--- src/rtl/issue_pkg.sv ---
package issue_pkg;

    // Physical register file size, one complete_list bit per register
    localparam int PHYS_REGS = 32;

    typedef logic [4:0]  phys_tag_t;
    typedef logic [31:0] data_t;

    // Functional unit class of an entry
    typedef enum logic {
        FU_ALU  = 1'b0,
        FU_MULT = 1'b1
    } fu_type_e;

    // One reservation station entry as seen by issue
    typedef struct packed {
        fu_type_e  fu_type;
        phys_tag_t src1_tag;
        logic      src1_ready;
        phys_tag_t src2_tag;
        logic      src2_ready;
        phys_tag_t dest_tag;
        logic [3:0] func;
        data_t     pc;
    } rs_entry_t;

    // One forwarded CDB slot
    typedef struct packed {
        logic      valid;
        phys_tag_t tag;
        data_t     data;
    } cdb_fwd_t;

    // Request from select to one issue lane
    typedef struct packed {
        logic      valid;
        rs_entry_t entry;
    } lane_req_t;

    // Registered packet sent to a functional unit
    typedef struct packed {
        logic       valid;
        fu_type_e   fu_type;
        logic [3:0] func;
        data_t      pc;
        phys_tag_t  dest_tag;
        data_t      opa;
        data_t      opb;
    } issue_packet_t;

endpackage

--- src/rtl/priority_picker.sv ---
`timescale 1ns/1ps

module priority_picker #(
    parameter int WIDTH = 8,
    parameter int REQS  = 2
) (
    input  logic [WIDTH-1:0]            req,
    output logic [REQS-1:0][WIDTH-1:0]  gnt_bus,
    output logic [WIDTH-1:0]            gnt
);

    logic [WIDTH-1:0] remaining;

    // Grant k takes the lowest request still left after grants 0..k-1
    always_comb begin
        remaining = req;
        gnt_bus   = '0;
        gnt       = '0;
        for (int k = 0; k < REQS; k++) begin
            // Isolate the lowest set bit
            gnt_bus[k] = remaining & (~remaining + 1'b1);
            remaining  = remaining & ~gnt_bus[k];
            gnt        = gnt | gnt_bus[k];
        end
    end

endmodule

--- src/rtl/issue_select.sv ---
`timescale 1ns/1ps

module issue_select import issue_pkg::*; #(
    parameter int RS_SIZE   = 8,
    parameter int NUM_ALU   = 2,
    parameter int NUM_MULT  = 2,
    parameter int CDB_WIDTH = 2
) (
    input  rs_entry_t [RS_SIZE-1:0]           rs_entries,
    input  logic [RS_SIZE-1:0]                rs_valid,
    input  logic [NUM_MULT-1:0]               mult_free,
    input  logic [NUM_MULT-1:0]               mult_cdb_req,
    output lane_req_t [NUM_ALU+NUM_MULT-1:0]  lane_reqs,
    output logic [NUM_ALU-1:0]                alu_issue_gnt,
    output logic [NUM_MULT-1:0]               mult_cdb_gnt,
    output logic [RS_SIZE-1:0]                rs_issuing
);

    logic [RS_SIZE-1:0]                alu_ready;
    logic [RS_SIZE-1:0]                mult_ready;
    logic [NUM_ALU-1:0][RS_SIZE-1:0]   alu_pick_bus;
    logic [NUM_MULT-1:0][RS_SIZE-1:0]  mult_pick_bus;
    logic [NUM_ALU-1:0]                alu_cand;
    logic [NUM_MULT-1:0]               mult_issue;
    logic [NUM_ALU+NUM_MULT-1:0]       cdb_gnt;

    // Ready means valid with both sources available
    always_comb begin
        for (int i = 0; i < RS_SIZE; i++) begin
            alu_ready[i]  = rs_valid[i] && rs_entries[i].src1_ready &&
                            rs_entries[i].src2_ready && (rs_entries[i].fu_type == FU_ALU);
            mult_ready[i] = rs_valid[i] && rs_entries[i].src1_ready &&
                            rs_entries[i].src2_ready && (rs_entries[i].fu_type == FU_MULT);
        end
    end

    priority_picker #(.WIDTH(RS_SIZE), .REQS(NUM_ALU)) alu_picker (
        .req     (alu_ready),
        .gnt_bus (alu_pick_bus),
        .gnt     ()
    );

    priority_picker #(.WIDTH(RS_SIZE), .REQS(NUM_MULT)) mult_picker (
        .req     (mult_ready),
        .gnt_bus (mult_pick_bus),
        .gnt     ()
    );

    // Multiplier completions sit in the low bits, so they win the CDB
    priority_picker #(.WIDTH(NUM_ALU+NUM_MULT), .REQS(CDB_WIDTH)) cdb_picker (
        .req     ({alu_cand, mult_cdb_req}),
        .gnt_bus (),
        .gnt     (cdb_gnt)
    );

    assign mult_cdb_gnt  = cdb_gnt[NUM_MULT-1:0];
    assign alu_issue_gnt = cdb_gnt[NUM_ALU+NUM_MULT-1:NUM_MULT];

    always_comb begin
        rs_issuing = '0;
        for (int j = 0; j < NUM_ALU; j++) begin
            alu_cand[j] = |alu_pick_bus[j];
            lane_reqs[j].valid = alu_issue_gnt[j];
            lane_reqs[j].entry = '0;
            for (int i = 0; i < RS_SIZE; i++) begin
                if (alu_pick_bus[j][i]) lane_reqs[j].entry = rs_entries[i];
            end
            if (alu_issue_gnt[j]) rs_issuing = rs_issuing | alu_pick_bus[j];
        end
        // Mult pick k is tied to unit k and waits while that unit is busy
        for (int k = 0; k < NUM_MULT; k++) begin
            mult_issue[k] = (|mult_pick_bus[k]) && mult_free[k];
            lane_reqs[NUM_ALU+k].valid = mult_issue[k];
            lane_reqs[NUM_ALU+k].entry = '0;
            for (int i = 0; i < RS_SIZE; i++) begin
                if (mult_pick_bus[k][i]) lane_reqs[NUM_ALU+k].entry = rs_entries[i];
            end
            if (mult_issue[k]) rs_issuing = rs_issuing | mult_pick_bus[k];
        end
    end

endmodule

--- src/rtl/issue_lane.sv ---
`timescale 1ns/1ps

module issue_lane import issue_pkg::*; #(
    parameter int CDB_WIDTH = 2
) (
    input  logic                      clock,
    input  logic                      reset,
    input  lane_req_t                 lane_req,
    input  logic [PHYS_REGS-1:0]      complete_list,
    input  cdb_fwd_t [CDB_WIDTH-1:0]  cdb_fwd,
    input  data_t                     rf_data_1,
    input  data_t                     rf_data_2,
    output phys_tag_t                 rf_tag_1,
    output phys_tag_t                 rf_tag_2,
    output issue_packet_t             packet
);

    issue_packet_t next_packet;

    // Register file if completed, else the lowest matching CDB slot
    function automatic data_t pick_operand(input phys_tag_t tag, input data_t rf_data);
        data_t result;
        result = '0;
        if (complete_list[tag]) begin
            result = rf_data;
        end else begin
            // Scan downwards so the lowest matching slot is the one kept
            for (int s = CDB_WIDTH - 1; s >= 0; s--) begin
                if (cdb_fwd[s].valid && (cdb_fwd[s].tag == tag)) result = cdb_fwd[s].data;
            end
        end
        return result;
    endfunction

    assign rf_tag_1 = lane_req.entry.src1_tag;
    assign rf_tag_2 = lane_req.entry.src2_tag;

    always_comb begin
        next_packet.valid    = lane_req.valid;
        next_packet.fu_type  = lane_req.entry.fu_type;
        next_packet.func     = lane_req.entry.func;
        next_packet.pc       = lane_req.entry.pc;
        next_packet.dest_tag = lane_req.entry.dest_tag;
        next_packet.opa      = pick_operand(lane_req.entry.src1_tag, rf_data_1);
        next_packet.opb      = pick_operand(lane_req.entry.src2_tag, rf_data_2);
    end

    // Reset clears the valid bit
    always_ff @(posedge clock) begin
        packet <= next_packet;
        if (reset) begin
            packet.valid <= 1'b0;
        end
    end

endmodule

--- src/rtl/issue_collect.sv ---
`timescale 1ns/1ps

module issue_collect import issue_pkg::*; #(
    parameter int NUM_ALU   = 2,
    parameter int NUM_MULT  = 2,
    parameter int CDB_WIDTH = 2
) (
    input  logic                                        clock,
    input  logic                                        reset,
    input  issue_packet_t [NUM_ALU+NUM_MULT-1:0]        lane_packets,
    input  logic [NUM_ALU-1:0]                          alu_issue_gnt,
    input  logic [NUM_MULT-1:0]                         mult_cdb_gnt,
    output issue_packet_t [NUM_ALU-1:0]                 alu_packets,
    output issue_packet_t [NUM_MULT-1:0]                mult_packets,
    output logic [CDB_WIDTH-1:0][NUM_ALU+NUM_MULT-1:0]  complete_gnt_bus
);

    localparam int NUM_LANES = NUM_ALU + NUM_MULT;

    logic [CDB_WIDTH-1:0][NUM_LANES-1:0] next_gnt_bus;

    // Lanes are ordered ALU first, then multiplier unit k on lane NUM_ALU+k
    assign alu_packets  = lane_packets[NUM_ALU-1:0];
    assign mult_packets = lane_packets[NUM_LANES-1:NUM_ALU];

    // At most CDB_WIDTH grants are set, so this only sorts them into slots
    priority_picker #(.WIDTH(NUM_LANES), .REQS(CDB_WIDTH)) slot_picker (
        .req     ({mult_cdb_gnt, alu_issue_gnt}),
        .gnt_bus (next_gnt_bus),
        .gnt     ()
    );

    always_ff @(posedge clock) begin
        if (reset) begin
            complete_gnt_bus <= '0;
        end else begin
            complete_gnt_bus <= next_gnt_bus;
        end
    end

endmodule

--- src/rtl/issue_stage.sv ---
`timescale 1ns/1ps

module issue_stage import issue_pkg::*; #(
    parameter int RS_SIZE   = 8,
    parameter int NUM_ALU   = 2,
    parameter int NUM_MULT  = 2,
    parameter int CDB_WIDTH = 2
) (
    input  logic                                        clock,
    input  logic                                        reset,
    input  rs_entry_t [RS_SIZE-1:0]                     rs_entries,
    input  logic [RS_SIZE-1:0]                          rs_valid,
    input  logic [PHYS_REGS-1:0]                        complete_list,
    input  cdb_fwd_t [CDB_WIDTH-1:0]                    cdb_fwd,
    input  logic [NUM_MULT-1:0]                         mult_free,
    input  logic [NUM_MULT-1:0]                         mult_cdb_req,
    input  data_t [NUM_ALU+NUM_MULT-1:0]                rf_data_1,
    input  data_t [NUM_ALU+NUM_MULT-1:0]                rf_data_2,
    output logic [RS_SIZE-1:0]                          rs_issuing,
    output phys_tag_t [NUM_ALU+NUM_MULT-1:0]            rf_tag_1,
    output phys_tag_t [NUM_ALU+NUM_MULT-1:0]            rf_tag_2,
    output issue_packet_t [NUM_ALU-1:0]                 alu_packets,
    output issue_packet_t [NUM_MULT-1:0]                mult_packets,
    output logic [NUM_MULT-1:0]                         mult_cdb_gnt,
    output logic [CDB_WIDTH-1:0][NUM_ALU+NUM_MULT-1:0]  complete_gnt_bus
);

    localparam int NUM_LANES = NUM_ALU + NUM_MULT;

    lane_req_t [NUM_LANES-1:0]     lane_reqs;
    issue_packet_t [NUM_LANES-1:0] lane_packets;
    logic [NUM_ALU-1:0]            alu_issue_gnt;

    issue_select #(
        .RS_SIZE   (RS_SIZE),
        .NUM_ALU   (NUM_ALU),
        .NUM_MULT  (NUM_MULT),
        .CDB_WIDTH (CDB_WIDTH)
    ) select (
        .rs_entries    (rs_entries),
        .rs_valid      (rs_valid),
        .mult_free     (mult_free),
        .mult_cdb_req  (mult_cdb_req),
        .lane_reqs     (lane_reqs),
        .alu_issue_gnt (alu_issue_gnt),
        .mult_cdb_gnt  (mult_cdb_gnt),
        .rs_issuing    (rs_issuing)
    );

    // One lane per ALU and per multiplier unit
    for (genvar l = 0; l < NUM_LANES; l++) begin : gen_lane
        issue_lane #(.CDB_WIDTH(CDB_WIDTH)) lane (
            .clock         (clock),
            .reset         (reset),
            .lane_req      (lane_reqs[l]),
            .complete_list (complete_list),
            .cdb_fwd       (cdb_fwd),
            .rf_data_1     (rf_data_1[l]),
            .rf_data_2     (rf_data_2[l]),
            .rf_tag_1      (rf_tag_1[l]),
            .rf_tag_2      (rf_tag_2[l]),
            .packet        (lane_packets[l])
        );
    end

    issue_collect #(
        .NUM_ALU   (NUM_ALU),
        .NUM_MULT  (NUM_MULT),
        .CDB_WIDTH (CDB_WIDTH)
    ) collect (
        .clock            (clock),
        .reset            (reset),
        .lane_packets     (lane_packets),
        .alu_issue_gnt    (alu_issue_gnt),
        .mult_cdb_gnt     (mult_cdb_gnt),
        .alu_packets      (alu_packets),
        .mult_packets     (mult_packets),
        .complete_gnt_bus (complete_gnt_bus)
    );

endmodule

--- config.mk ---
export PLATFORM = sky130hd
export DESIGN_NAME = issue_stage
export DESIGN_NICKNAME = d
export VERILOG_FILES = /design/src/rtl/issue_pkg.sv /design/src/rtl/priority_picker.sv /design/src/rtl/issue_select.sv /design/src/rtl/issue_lane.sv /design/src/rtl/issue_collect.sv /design/src/rtl/issue_stage.sv
export SDC_FILE = /design/constraint.sdc
export NUM_CORES = 1
export LEC_CHECK = 0
export ABC_AREA = 1
export BUFFER_PORTS_ARGS = -buffer_cell sky130_fd_sc_hd__buf_4
export CELL_PAD_IN_SITES_DETAIL_PLACEMENT = 1
export CELL_PAD_IN_SITES_GLOBAL_PLACEMENT = 1
export CORE_AREA = 5 5 497 499
export CTS_CLUSTER_SIZE = 10
export DETAILED_ROUTE_END_ITERATION = 7
export DIE_AREA = 0 0 502 504
export PLACE_DENSITY_LB_ADDON = 0.08
export SKIP_LAST_GASP = 1
export SLEW_MARGIN = 15
export SYNTH_ARGS = -nofsm -noshare
export SYNTH_HDL_FRONTEND = slang
export SYNTH_SLANG_ARGS = --single-unit
--- constraint.sdc ---
create_clock -name clock -period 2.8 [get_ports clock]
set_input_delay 0.14 -clock clock [delete_from_list [all_inputs] [get_ports clock]]
set_output_delay 0.14 -clock clock [all_outputs]
set_load 0.01 [all_outputs]
==> metrics, run 1 <==
Num Clock Sinks 434; Root Driver clkbuf_16; Max Fclk 363 MHz; initial drt markers between 3000 and 4000; Comb pwr share 37.9%; first-pass GRT wire length between 400000 and 500000 microns; clock share of power 35.1%; CP max FO 30; via count 49500; Placeable Area 242000 sq um; Layout area overhead 86.6%; final hold slack just over 50 ps; # DRC 0; Post-synth EDFFs 0; Port Buffer Count ~1300; row count 181; Worst Hold Launch rs_entries[219]; initial antenna violation count 154; #FFs+latches synth 434; final slew viol count 0; Global Route Usage Sum 26.0%; Post-DP HPWL 271000 microns; Clock Path Buffers 3; leading area contributor after synthesis dfxtp_1; CTS H-tree depth 3; Fin. Hold Viols 0; cell repeated most along the worst path buf_4; net switching power 10.3 mW; largest net degree at the start of global routing between 50 and 60; Worst EP arrival 3330 ps; most common cell after layout, fill and taps aside nand2_1; CP required roughly 3400 ps; leakage power figure 29.1 nW; Worst Setup SP rs_entries[47]; Post-synth top flop dfxtp_1; met3 wire len 22500 microns; IO Count around 1300; Synth top area share 27.4%; final antenna-violating net count 0; worst min path class input pin to flop; chip width 502 microns; WS Path Type input pin to flop; Mapped Area 31800 sq um; Slew @ Worst Pin 1070 ps; crit end category flop; register area 8690 sq um; Async SR Flop Fraction 0%; Int Pwr roughly 17 mW; Post-Syn Area per Cell 5.83 sq um; Mapped Cells 5448; yosys warns 0; Relative slew margins 29.0%; slowest stage cell, crit path dlygate4sd3_1; Flop pwr share 27.1%; most frequent cells in the layout nand2_1 (1756), buf_4 (1738), nand3_1 (996); Largest stage delay, worst path between 500 and 600 ps; highest metal layer with signal wires met5; RSZ-0062 raised after global routing yes; TritonRoute pass-1 iters 5; wire per inst ~31 microns; final wirelength 345000 microns; sequential area share after synthesis 27.4%; switch share 38.2%; Max IR drop VDD ~0.00038 V; die area 253000 sq um; Final min period 2750 ps; crit start category input pin; Power Density roughly 460 nW/um^2; fin area 59300 sq um; Placement Cell Area 49100 sq um; wl on met1 135000 microns; CP cell instances buf_4 > nand3_1 > nor2_2 > nand2_2 > buf_4 > buf_4 > buf_6 > o22ai_1 > a21oi_1 > dlygate4sd3_1 > o21ai_0 > dlygate4sd3_1 > a21oi_1 > nand3_1; outcome completed; Yosys cell types 49; Max-cap violations 0; Initial Util about an eighth; share of cells above drive strength 1 about 29%; vias in the first global route between 50000 and 60000; Final setup viols 0; top cells by area, synth dfxtp_1 (27%), nand2_1 (21%), nand3_1 (16%); vias per cell 4.51; routability cong. 0.878; CTS tree yes; area of the multi-input gates 19900 sq um; final net count 8450; Worst-path clk slew 50 ps; period utilization 98.4%; routed wl met2 174000 microns; FILL cells roughly 30000; CTS buffer count 70; Die Y 504 microns; grt ovf 0
path summary, 6_finish.rpt:
path	end	slack, ps	depth (start not counted)
max	gen_lane[3].lane.packet[77]	50	14
min	gen_lane[3].lane.packet[72]	50	5
flip-flops by register name, summed over array words and instances, names as in the netlist:
signal / count
collect.complete_gnt_bus: 7
gen_lane.lane.packet: 427
layout make-up:
type / instances / share of cell area, %
repair buffers: 2547 / 37.6
clock inverters: 32 / 0.752
clock buffers: 92 / 3.31
multi-input cells: 4122 / 33.6
flip-flops and latches: 434 / 14.7
inverters: 465 / 2.98
well taps: 3202 / 6.76
diodes: 72 / 0.304
power groups by stage:
| stage | registers (mW) | logic (mW) | clock network, mW |
|---|---|---|---|
| 6_report | 7.33 | 10.3 | 9.50 |
| 5_1_grt | 7.41 | 10.9 | 10.1 |
| 4_1_cts | 7.34 | 10.3 | 9.84 |
| 3_5_place_dp | 7.46 | 9.30 | 0 |
| 3_3_place_gp | 7.47 | 9.30 | 0 |
| 2_1_floorplan | 7.77 | 2.74 | 0 |
stage by stage:
step / setup TNS [ps] / worst slack (ps) / util [%] / power [mW] / instances
finish: 0 / 46.1 / 24.5 / 27.1 / 11000
global route: -431 / -80.4 / 24.5 / 28.3 / 10900
CTS: -104 / -52.4 / 24.2 / 27.5 / 10900
detailed placement: -222210 / -1110 / 20.3 / 16.8 / 10100
global placement: -215700 / -1120 / 20.3 / 16.8 / 10100
floorplan: 0 / 308 / - / 10.5 / 5451
logic make-up (layout without fill, tap and decap cells):
group	Yosys count	count (layout)	share of synthesized area, %
XOR/XNOR	12	12	0.331
AO/OA/AOI/OAI	768	768	14.3
AND/OR/NAND/NOR	3338	3338	46.0
other	1	76	0.0118
flip-flops	434	434	27.4
buffers and inverters	895	3136	12.0
critical path: cells and delay by family:
kind,cells,cell delay (ps)
simple gates,4,430
buf+inv,6,2190
compound gates,4,480
cell usage after synthesis (2+ instances only):
master        n
nand2_1    1783
nand3b_1      4
nand4_1     152
inv_2        31
clkbuf_1    173
o21ai_4       2
o21ai_1      46
nand3_1    1024
o221ai_1     29
nand4_2       4
nand3b_2      3
nand2_2      17
buf_4        58
dfxtp_1     434
buf_2       153
inv_1       429
buf_1        40
or2_2         2
a211oi_1      4
buf_6         6
a221o_1       3
o2111ai_1    11
xor2_1       12
a221oi_1     53
nor2_1      284
nand2_4       2
nor2_2       20
nor2_4        5
a22oi_1       4
o21ai_0     149
a2111oi_0     8
nor3_2        2
o21ai_2       3
o22ai_1     158
clkinv_1      5
nand4_4       2
nor4_1        2
a21oi_2       3
nor3_1       13
nand3_2      15
o211ai_1     17
a21oi_1     276
layer usage:
metal	up-vias	track usage, %
met1	24600	29.5
li1	22600	-
met5	-	0
met3	493	6.53
met4	58	9.07
met2	1753	47.0
repair_timing:
| item | CTS | global route |
|---|---|---|
| cloned | 1 | 3 |
| hold buffers | 678 | 0 |
| resized for setup | 22 | 97 |
| pin swaps | 7 | 22 |
| buffers inserted | 14 | 13 |
| hold endpoints to repair | 430 | 0 |
| setup endpoints to repair | 188 | 283 |
Note: power is estimated with default switching activity, not from simulation.
==> run 2, diff against run 1 <==
--- a/config.mk
+++ b/config.mk
@@ -9,10 +9,11 @@
 export BUFFER_PORTS_ARGS = -buffer_cell sky130_fd_sc_hd__buf_4
 export CELL_PAD_IN_SITES_DETAIL_PLACEMENT = 1
 export CELL_PAD_IN_SITES_GLOBAL_PLACEMENT = 1
-export CORE_AREA = 5 5 497 499
+export CORE_AREA = 5 5 504 506
+export CTS_BUF_LIST = sky130_fd_sc_hd__clkbuf_2 sky130_fd_sc_hd__clkbuf_4 sky130_fd_sc_hd__clkbuf_8
 export CTS_CLUSTER_SIZE = 10
 export DETAILED_ROUTE_END_ITERATION = 7
-export DIE_AREA = 0 0 502 504
+export DIE_AREA = 0 0 509 511
 export PLACE_DENSITY_LB_ADDON = 0.08
 export SKIP_LAST_GASP = 1
 export SLEW_MARGIN = 15
==> run 2 against run 1 <==
The flow now finishes with violations (setup timing). Clock power is 3.8% lower. Largest power group unchanged. First-iteration DRC count is 0.42% lower. Setup slack worse by 140 ps. Sequential share of layout area is 0.68 points lower. Largest cell class unchanged. Utilization is 0.43 points higher. Non-clock buffer count is 285 higher. Critical path depth is 3 higher. Count of clock-buffer cells in the layout is 56 higher. Worst hold slack better by 23 ps. Via count is 2.6% higher. Highest routed layer unchanged. Critical path type is now input pin to output port. Global-route usage is 0.54 points lower. Fmax is 4.7% lower.
==> metrics, run 2 (synthesis gave the netlist of run 1 again) <==
initial antenna violation count roughly 140; Max Fclk 346 MHz; chip width 509 microns; failing checks setup timing; largest net degree at the start of global routing 58; Final min period 2890 ps; IO Count 1296; CTS tree yes; number of flip-flops in the largest register 427; crit end category output port; Worst-path clk slew 50 ps; final net count 8765; CTS H-tree depth 3; clock share of power 33.7%; Power Density 436 nW/um^2; final antenna-violating net count 0; CTS buffer count 99; Port Buffer Count 1294; hold depth 4; CP max FO 10; Global Route Usage Sum 25.5%; RSZ-0062 raised after global routing yes; # DRC 0; WS Path Type input pin to output port; row count 184; Largest regs gen_lane.lane.packet: 427 flops, collect.complete_gnt_bus: 7 flops; most common cell after layout, fill and taps aside nand2_1; via count roughly 51000; Post-DP HPWL 273000 microns; first-pass GRT wire length about 460000 microns; Max-cap violations 0; initial drt markers 3359; Fin. Hold Viols 0; TritonRoute pass-1 iters 5; net switching power around 10 mW; Slew @ Worst Pin 1030 ps; Max IR drop VDD 0.000343 V; switch share between 30% and 40%; final worst setup slack -89.1 ps; Top reg by flops gen_lane.lane.packet; crit start category input pin; worst min path class input pin to flop; vias in the first global route 54500; final hold slack about 74 ps; Num Clock Sinks 434; Relative slew margins 31.2%; wire per inst between 30 and 40 microns; final slew viol count 0; Place WS -1040 ps; Layout area overhead 95.7%; period utilization 103%; Worst EP arrival 2750 ps; final wirelength 347000 microns; Clock Path Buffers 3; Placeable Area between 200000 and 250000 sq um; Comb pwr share 39.1%; Int Pwr 16.6 mW; Endpoint, Worst Hold gen_lane[0].lane.packet[20]; Worst Hold Launch rf_data_2[20]; vias per cell 4.44; fin area 62200 sq um; CP required 2660 ps; Die Y 511 microns; outcome complete, but fails checks; Final setup viols 1; Initial Util around an eighth; grt ovf 0; routability cong. about 0.87; Flop pwr share between 20 and 30%; Placement Cell Area 49500 sq um; share of cells above drive strength 1 between 20 and 30%; leakage power figure 30.4 nW; die area 260000 sq um; most frequent cells in the layout nand2_1 (1763), buf_4 (1721), nand3_1 (1006); Root Driver clkbuf_8
## run 2: cell count changes in the layout (fill, tap and decap cells not counted), sizes merged
cell,change
dlygate4sd3,+301
clkbuf,+54
buf,-13
clkinv,-4
bufinv,+2
clkinvlp,-2
diode,-2
inv,+2
bufbuf,-1
nor2,+1
## run 2: layout make-up
type	count	area, sq um
Antenna cell	70	175
Inverter	465	1750
Clock inverter	30	439
Clock buffer	148	1910
Multi-Input combinational cell	4123	19700
Fill cell	30800	187000
Timing Repair Buffer	2832	25300
Sequential cell	434	8690
Tap cell	3348	4190
## run 2: layer usage
metal	global-route usage (%)	share of wire [%]	vias up
li1	-	-	23300
met1	29.0	40	25200
met2	45.9	50	1729
met3	6.60	6.6	529
met4	8.41	3.7	82
met5	0	0.14	-
## run 2: worst max-delay path by stage
stage | from | to | slack, ps | cells after the start
2_1_floorplan | rs_valid[2] | gen_lane[1].lane.packet[33] | 310 | 18
3_3_place_gp | rs_entries[107] | gen_lane[3].lane.packet[30] | -1010 | 23
3_5_place_dp | rs_entries[149] | gen_lane[2].lane.packet[49] | -1040 | 22
4_1_cts | rs_entries[161] | rf_tag_1[9] | -140 | 16
5_1_grt | rs_entries[107] | rf_tag_1[9] | -180 | 17
6_report | rs_entries[107] | rf_tag_1[9] | -90 | 17
## run 2: what timing repair did
item	in CTS	in global routing
buffers inserted	2	9
setup endpoints to repair	22	127
hold buffers	979	0
hold endpoints to repair	430	0
gates cloned	0	1
resized for setup	14	45
pin swaps	3	9
## run 2: worst max-delay path: stages
cell	delay [ps]
buf_4	120
inv_2	60
nand4_2	130
buf_4	200
nand3_1	120
nand2_1	170
nor2_4	320
buf_6	250
nand2_1	70
nand2_1	160
o21ai_1	140
nand2_1	150
nand2_1	160
buf_4	180
inv_1	100
buf_4	150
buf_4	120
## run 2: power by group through the flow
stage                     clock network [mW]  registers, mW  logic (mW)
after global placement                     0           7.49        9.40
after floorplan                            0           7.77        2.74
after detailed placement                   0           7.48        9.40
after global routing                    9.73           7.42        11.2
after CTS                               9.57           7.36        10.7
final                                   9.14           7.35        10.6
## run 2: through the flow
stage | std cells | util (%) | total power [mW] | setup TNS, ps
finish | 11500 | 24.9 | 27.1 | -89.1
global route | 11400 | 24.9 | 28.4 | -401
CTS | 11400 | 24.7 | 27.6 | -159
detailed placement | 10200 | 19.8 | 16.9 | -221410
global placement | 10200 | 19.8 | 16.9 | -213340
floorplan | 5451 | - | 10.5 | 0
==> run 3, diff against run 2 <==
--- a/config.mk
+++ b/config.mk
@@ -9,11 +9,11 @@
 export BUFFER_PORTS_ARGS = -buffer_cell sky130_fd_sc_hd__buf_4
 export CELL_PAD_IN_SITES_DETAIL_PLACEMENT = 1
 export CELL_PAD_IN_SITES_GLOBAL_PLACEMENT = 1
-export CORE_AREA = 5 5 504 506
+export CORE_AREA = 4 4 498 500
 export CTS_BUF_LIST = sky130_fd_sc_hd__clkbuf_2 sky130_fd_sc_hd__clkbuf_4 sky130_fd_sc_hd__clkbuf_8
 export CTS_CLUSTER_SIZE = 10
 export DETAILED_ROUTE_END_ITERATION = 7
-export DIE_AREA = 0 0 509 511
+export DIE_AREA = 0 0 502 504
 export PLACE_DENSITY_LB_ADDON = 0.08
 export SKIP_LAST_GASP = 1
 export SLEW_MARGIN = 15
==> constraint.sdc (replaced) <==
create_clock -name clock -period 2.38 [get_ports clock]
set_input_delay 0.119 -clock clock [delete_from_list [all_inputs] [get_ports clock]]
set_output_delay 0.119 -clock clock [all_outputs]
set_load 0.01 [all_outputs]
==> run 3 against run 2 <==
The flow still finishes with violations (setup timing). Routed wire length increased by 7.3%. Global-route usage up 1.2 points. Critical path depth grew 9. Die area fell by 2.7%. Sequential share of layout area shrank 1.7 points.
==> metrics, run 3 (synthesis gave the netlist of run 1 again) <==
Post-DP HPWL 272000 microns; Top reg by flops gen_lane.lane.packet; crit end category flop; Largest regs gen_lane.lane.packet: 427 flops, collect.complete_gnt_bus: 7 flops; Clock Path Buffers 3; first-pass GRT wire length ~470000 microns; CTS buffer count between 90 and 100; Placement Cell Area 49800 sq um; Layout area overhead 122%; fin util 29.1%; leakage power figure 33.7 nW; Relative slew margins 40.2%; number of flip-flops in the largest register ~430; CP required between 3000 and 4000 ps; vias in the first global route roughly 55000; final wirelength 372000 microns; die area 253000 sq um; Cells after DPL 10100; routability cong. 0.890; Placeable Area roughly 240000 sq um; Largest stage delay, worst path roughly 220 ps; CP max FO 8; Slew @ Worst Pin 897 ps; crit start category input pin; net switching power 13.5 mW; Num Clock Sinks 434; fin area 70600 sq um; period utilization 107%; Initial Util 13.1%; Flop pwr share 25.3%; row count 181; wire per inst roughly 32 microns; CTS H-tree depth 3; Final setup viols between 150 and 200; Comb pwr share 44.2%; RSZ-0062 raised after global routing yes; worst min path class input pin to flop; final slew viol count 0; initial drt markers 3847; cell repeated most along the worst path buf_12; Int Pwr 20.7 mW; clock share of power 30.5%; fin cells about 12000; Max-cap violations 0; Final min period ~2500 ps; Worst EP arrival 3350 ps; WS Path Type input pin to flop; Power Density 484 nW/um^2; Max Fclk 393 MHz; # DRC 0; share of cells above drive strength 1 38.0%; slowest stage cell, crit path a21oi_4; vias per cell 4.62; Worst-path clk slew about 60 ps; WP buf/inv 12; Port Buffer Count 1294; TritonRoute pass-1 iters 5; CP top delay family buffers and inverters; Die Y a little over 500 microns; final net count 9119; most frequent cells in the layout buf_4 (1825), nand2_1 (1525), dlygate4sd3_1 (980); initial antenna violation count 150; Max IR drop VDD a little under 0.0004 V; largest net degree at the start of global routing 65; grt ovf 0; most common cell after layout, fill and taps aside buf_4; Root Driver clkbuf_8; IO Count 1296; chip width 502 microns; outcome complete, but fails checks; failing checks setup timing; Global Route Usage Sum 26.7%; CTS tree yes; final worst setup slack -165 ps; via count 53800; final antenna-violating net count 0; switch share just under 40%; Fin. Hold Viols 0
-- run 3: path summary, 6_finish.rpt --
check | from | endpoint | slack, ps | depth (start not counted)
hold / removal | rf_data_2[117] | gen_lane[3].lane.packet[21] | 80 | 4
setup / recovery | rs_entries[149] | gen_lane[3].lane.packet[13] | -160 | 26
-- run 3: worst min-delay path: stages --
cell,delay [ps]
dlygate4sd3_1,540
buf_4,140
nand3_2,70
nand2_1,50
-- run 3: final cells by class --
type                    instances  area, sq um
well taps                    3202         4010
fillers                     29300       172000
clock buffers                 154         1950
clock inverters                24          330
multi-input cells            4123        23500
repair buffers               3185        30100
inverters                     465         1870
diodes                         74          185
flip-flops and latches        434         8690
repair inverters                1         6.26
-- run 3: what timing repair did --
action	in CTS	in global routing
pin swaps	77	286
resized for setup	267	948
hold buffers	980	0
buffers inserted	91	132
setup endpoints to repair	303	341
cloned	7	68
hold endpoints to repair	430	0
-- run 3: per-layer routing --
metal	share of wire, %	global-route usage [%]
met1	42	33.0
met2	47	45.3
met3	7.0	5.59
met4	4.0	9.92
met5	0.12	0
-- run 3: power groups by stage --
stage	logic (mW)	registers [mW]	clock network, mW
after global routing	15.8	8.73	11.1
after floorplan	3.25	9.14	0
final	15.1	8.66	10.4
after CTS	12.9	8.67	10.8
after detailed placement	11.0	8.81	0
after global placement	11.0	8.81	0
-- run 3: stage by stage --
stage	hold WS, ps	power, mW	worst slack (ps)	setup TNS (ps)
finish	80.7	34.2	-165	-8850
global route	27.7	35.6	-210	-22050
CTS	0.898	32.3	-90.1	-638
detailed placement	312	19.8	-1460	-410660
global placement	310	19.8	-1500	-410300
floorplan	198	12.4	-14.7	-1020
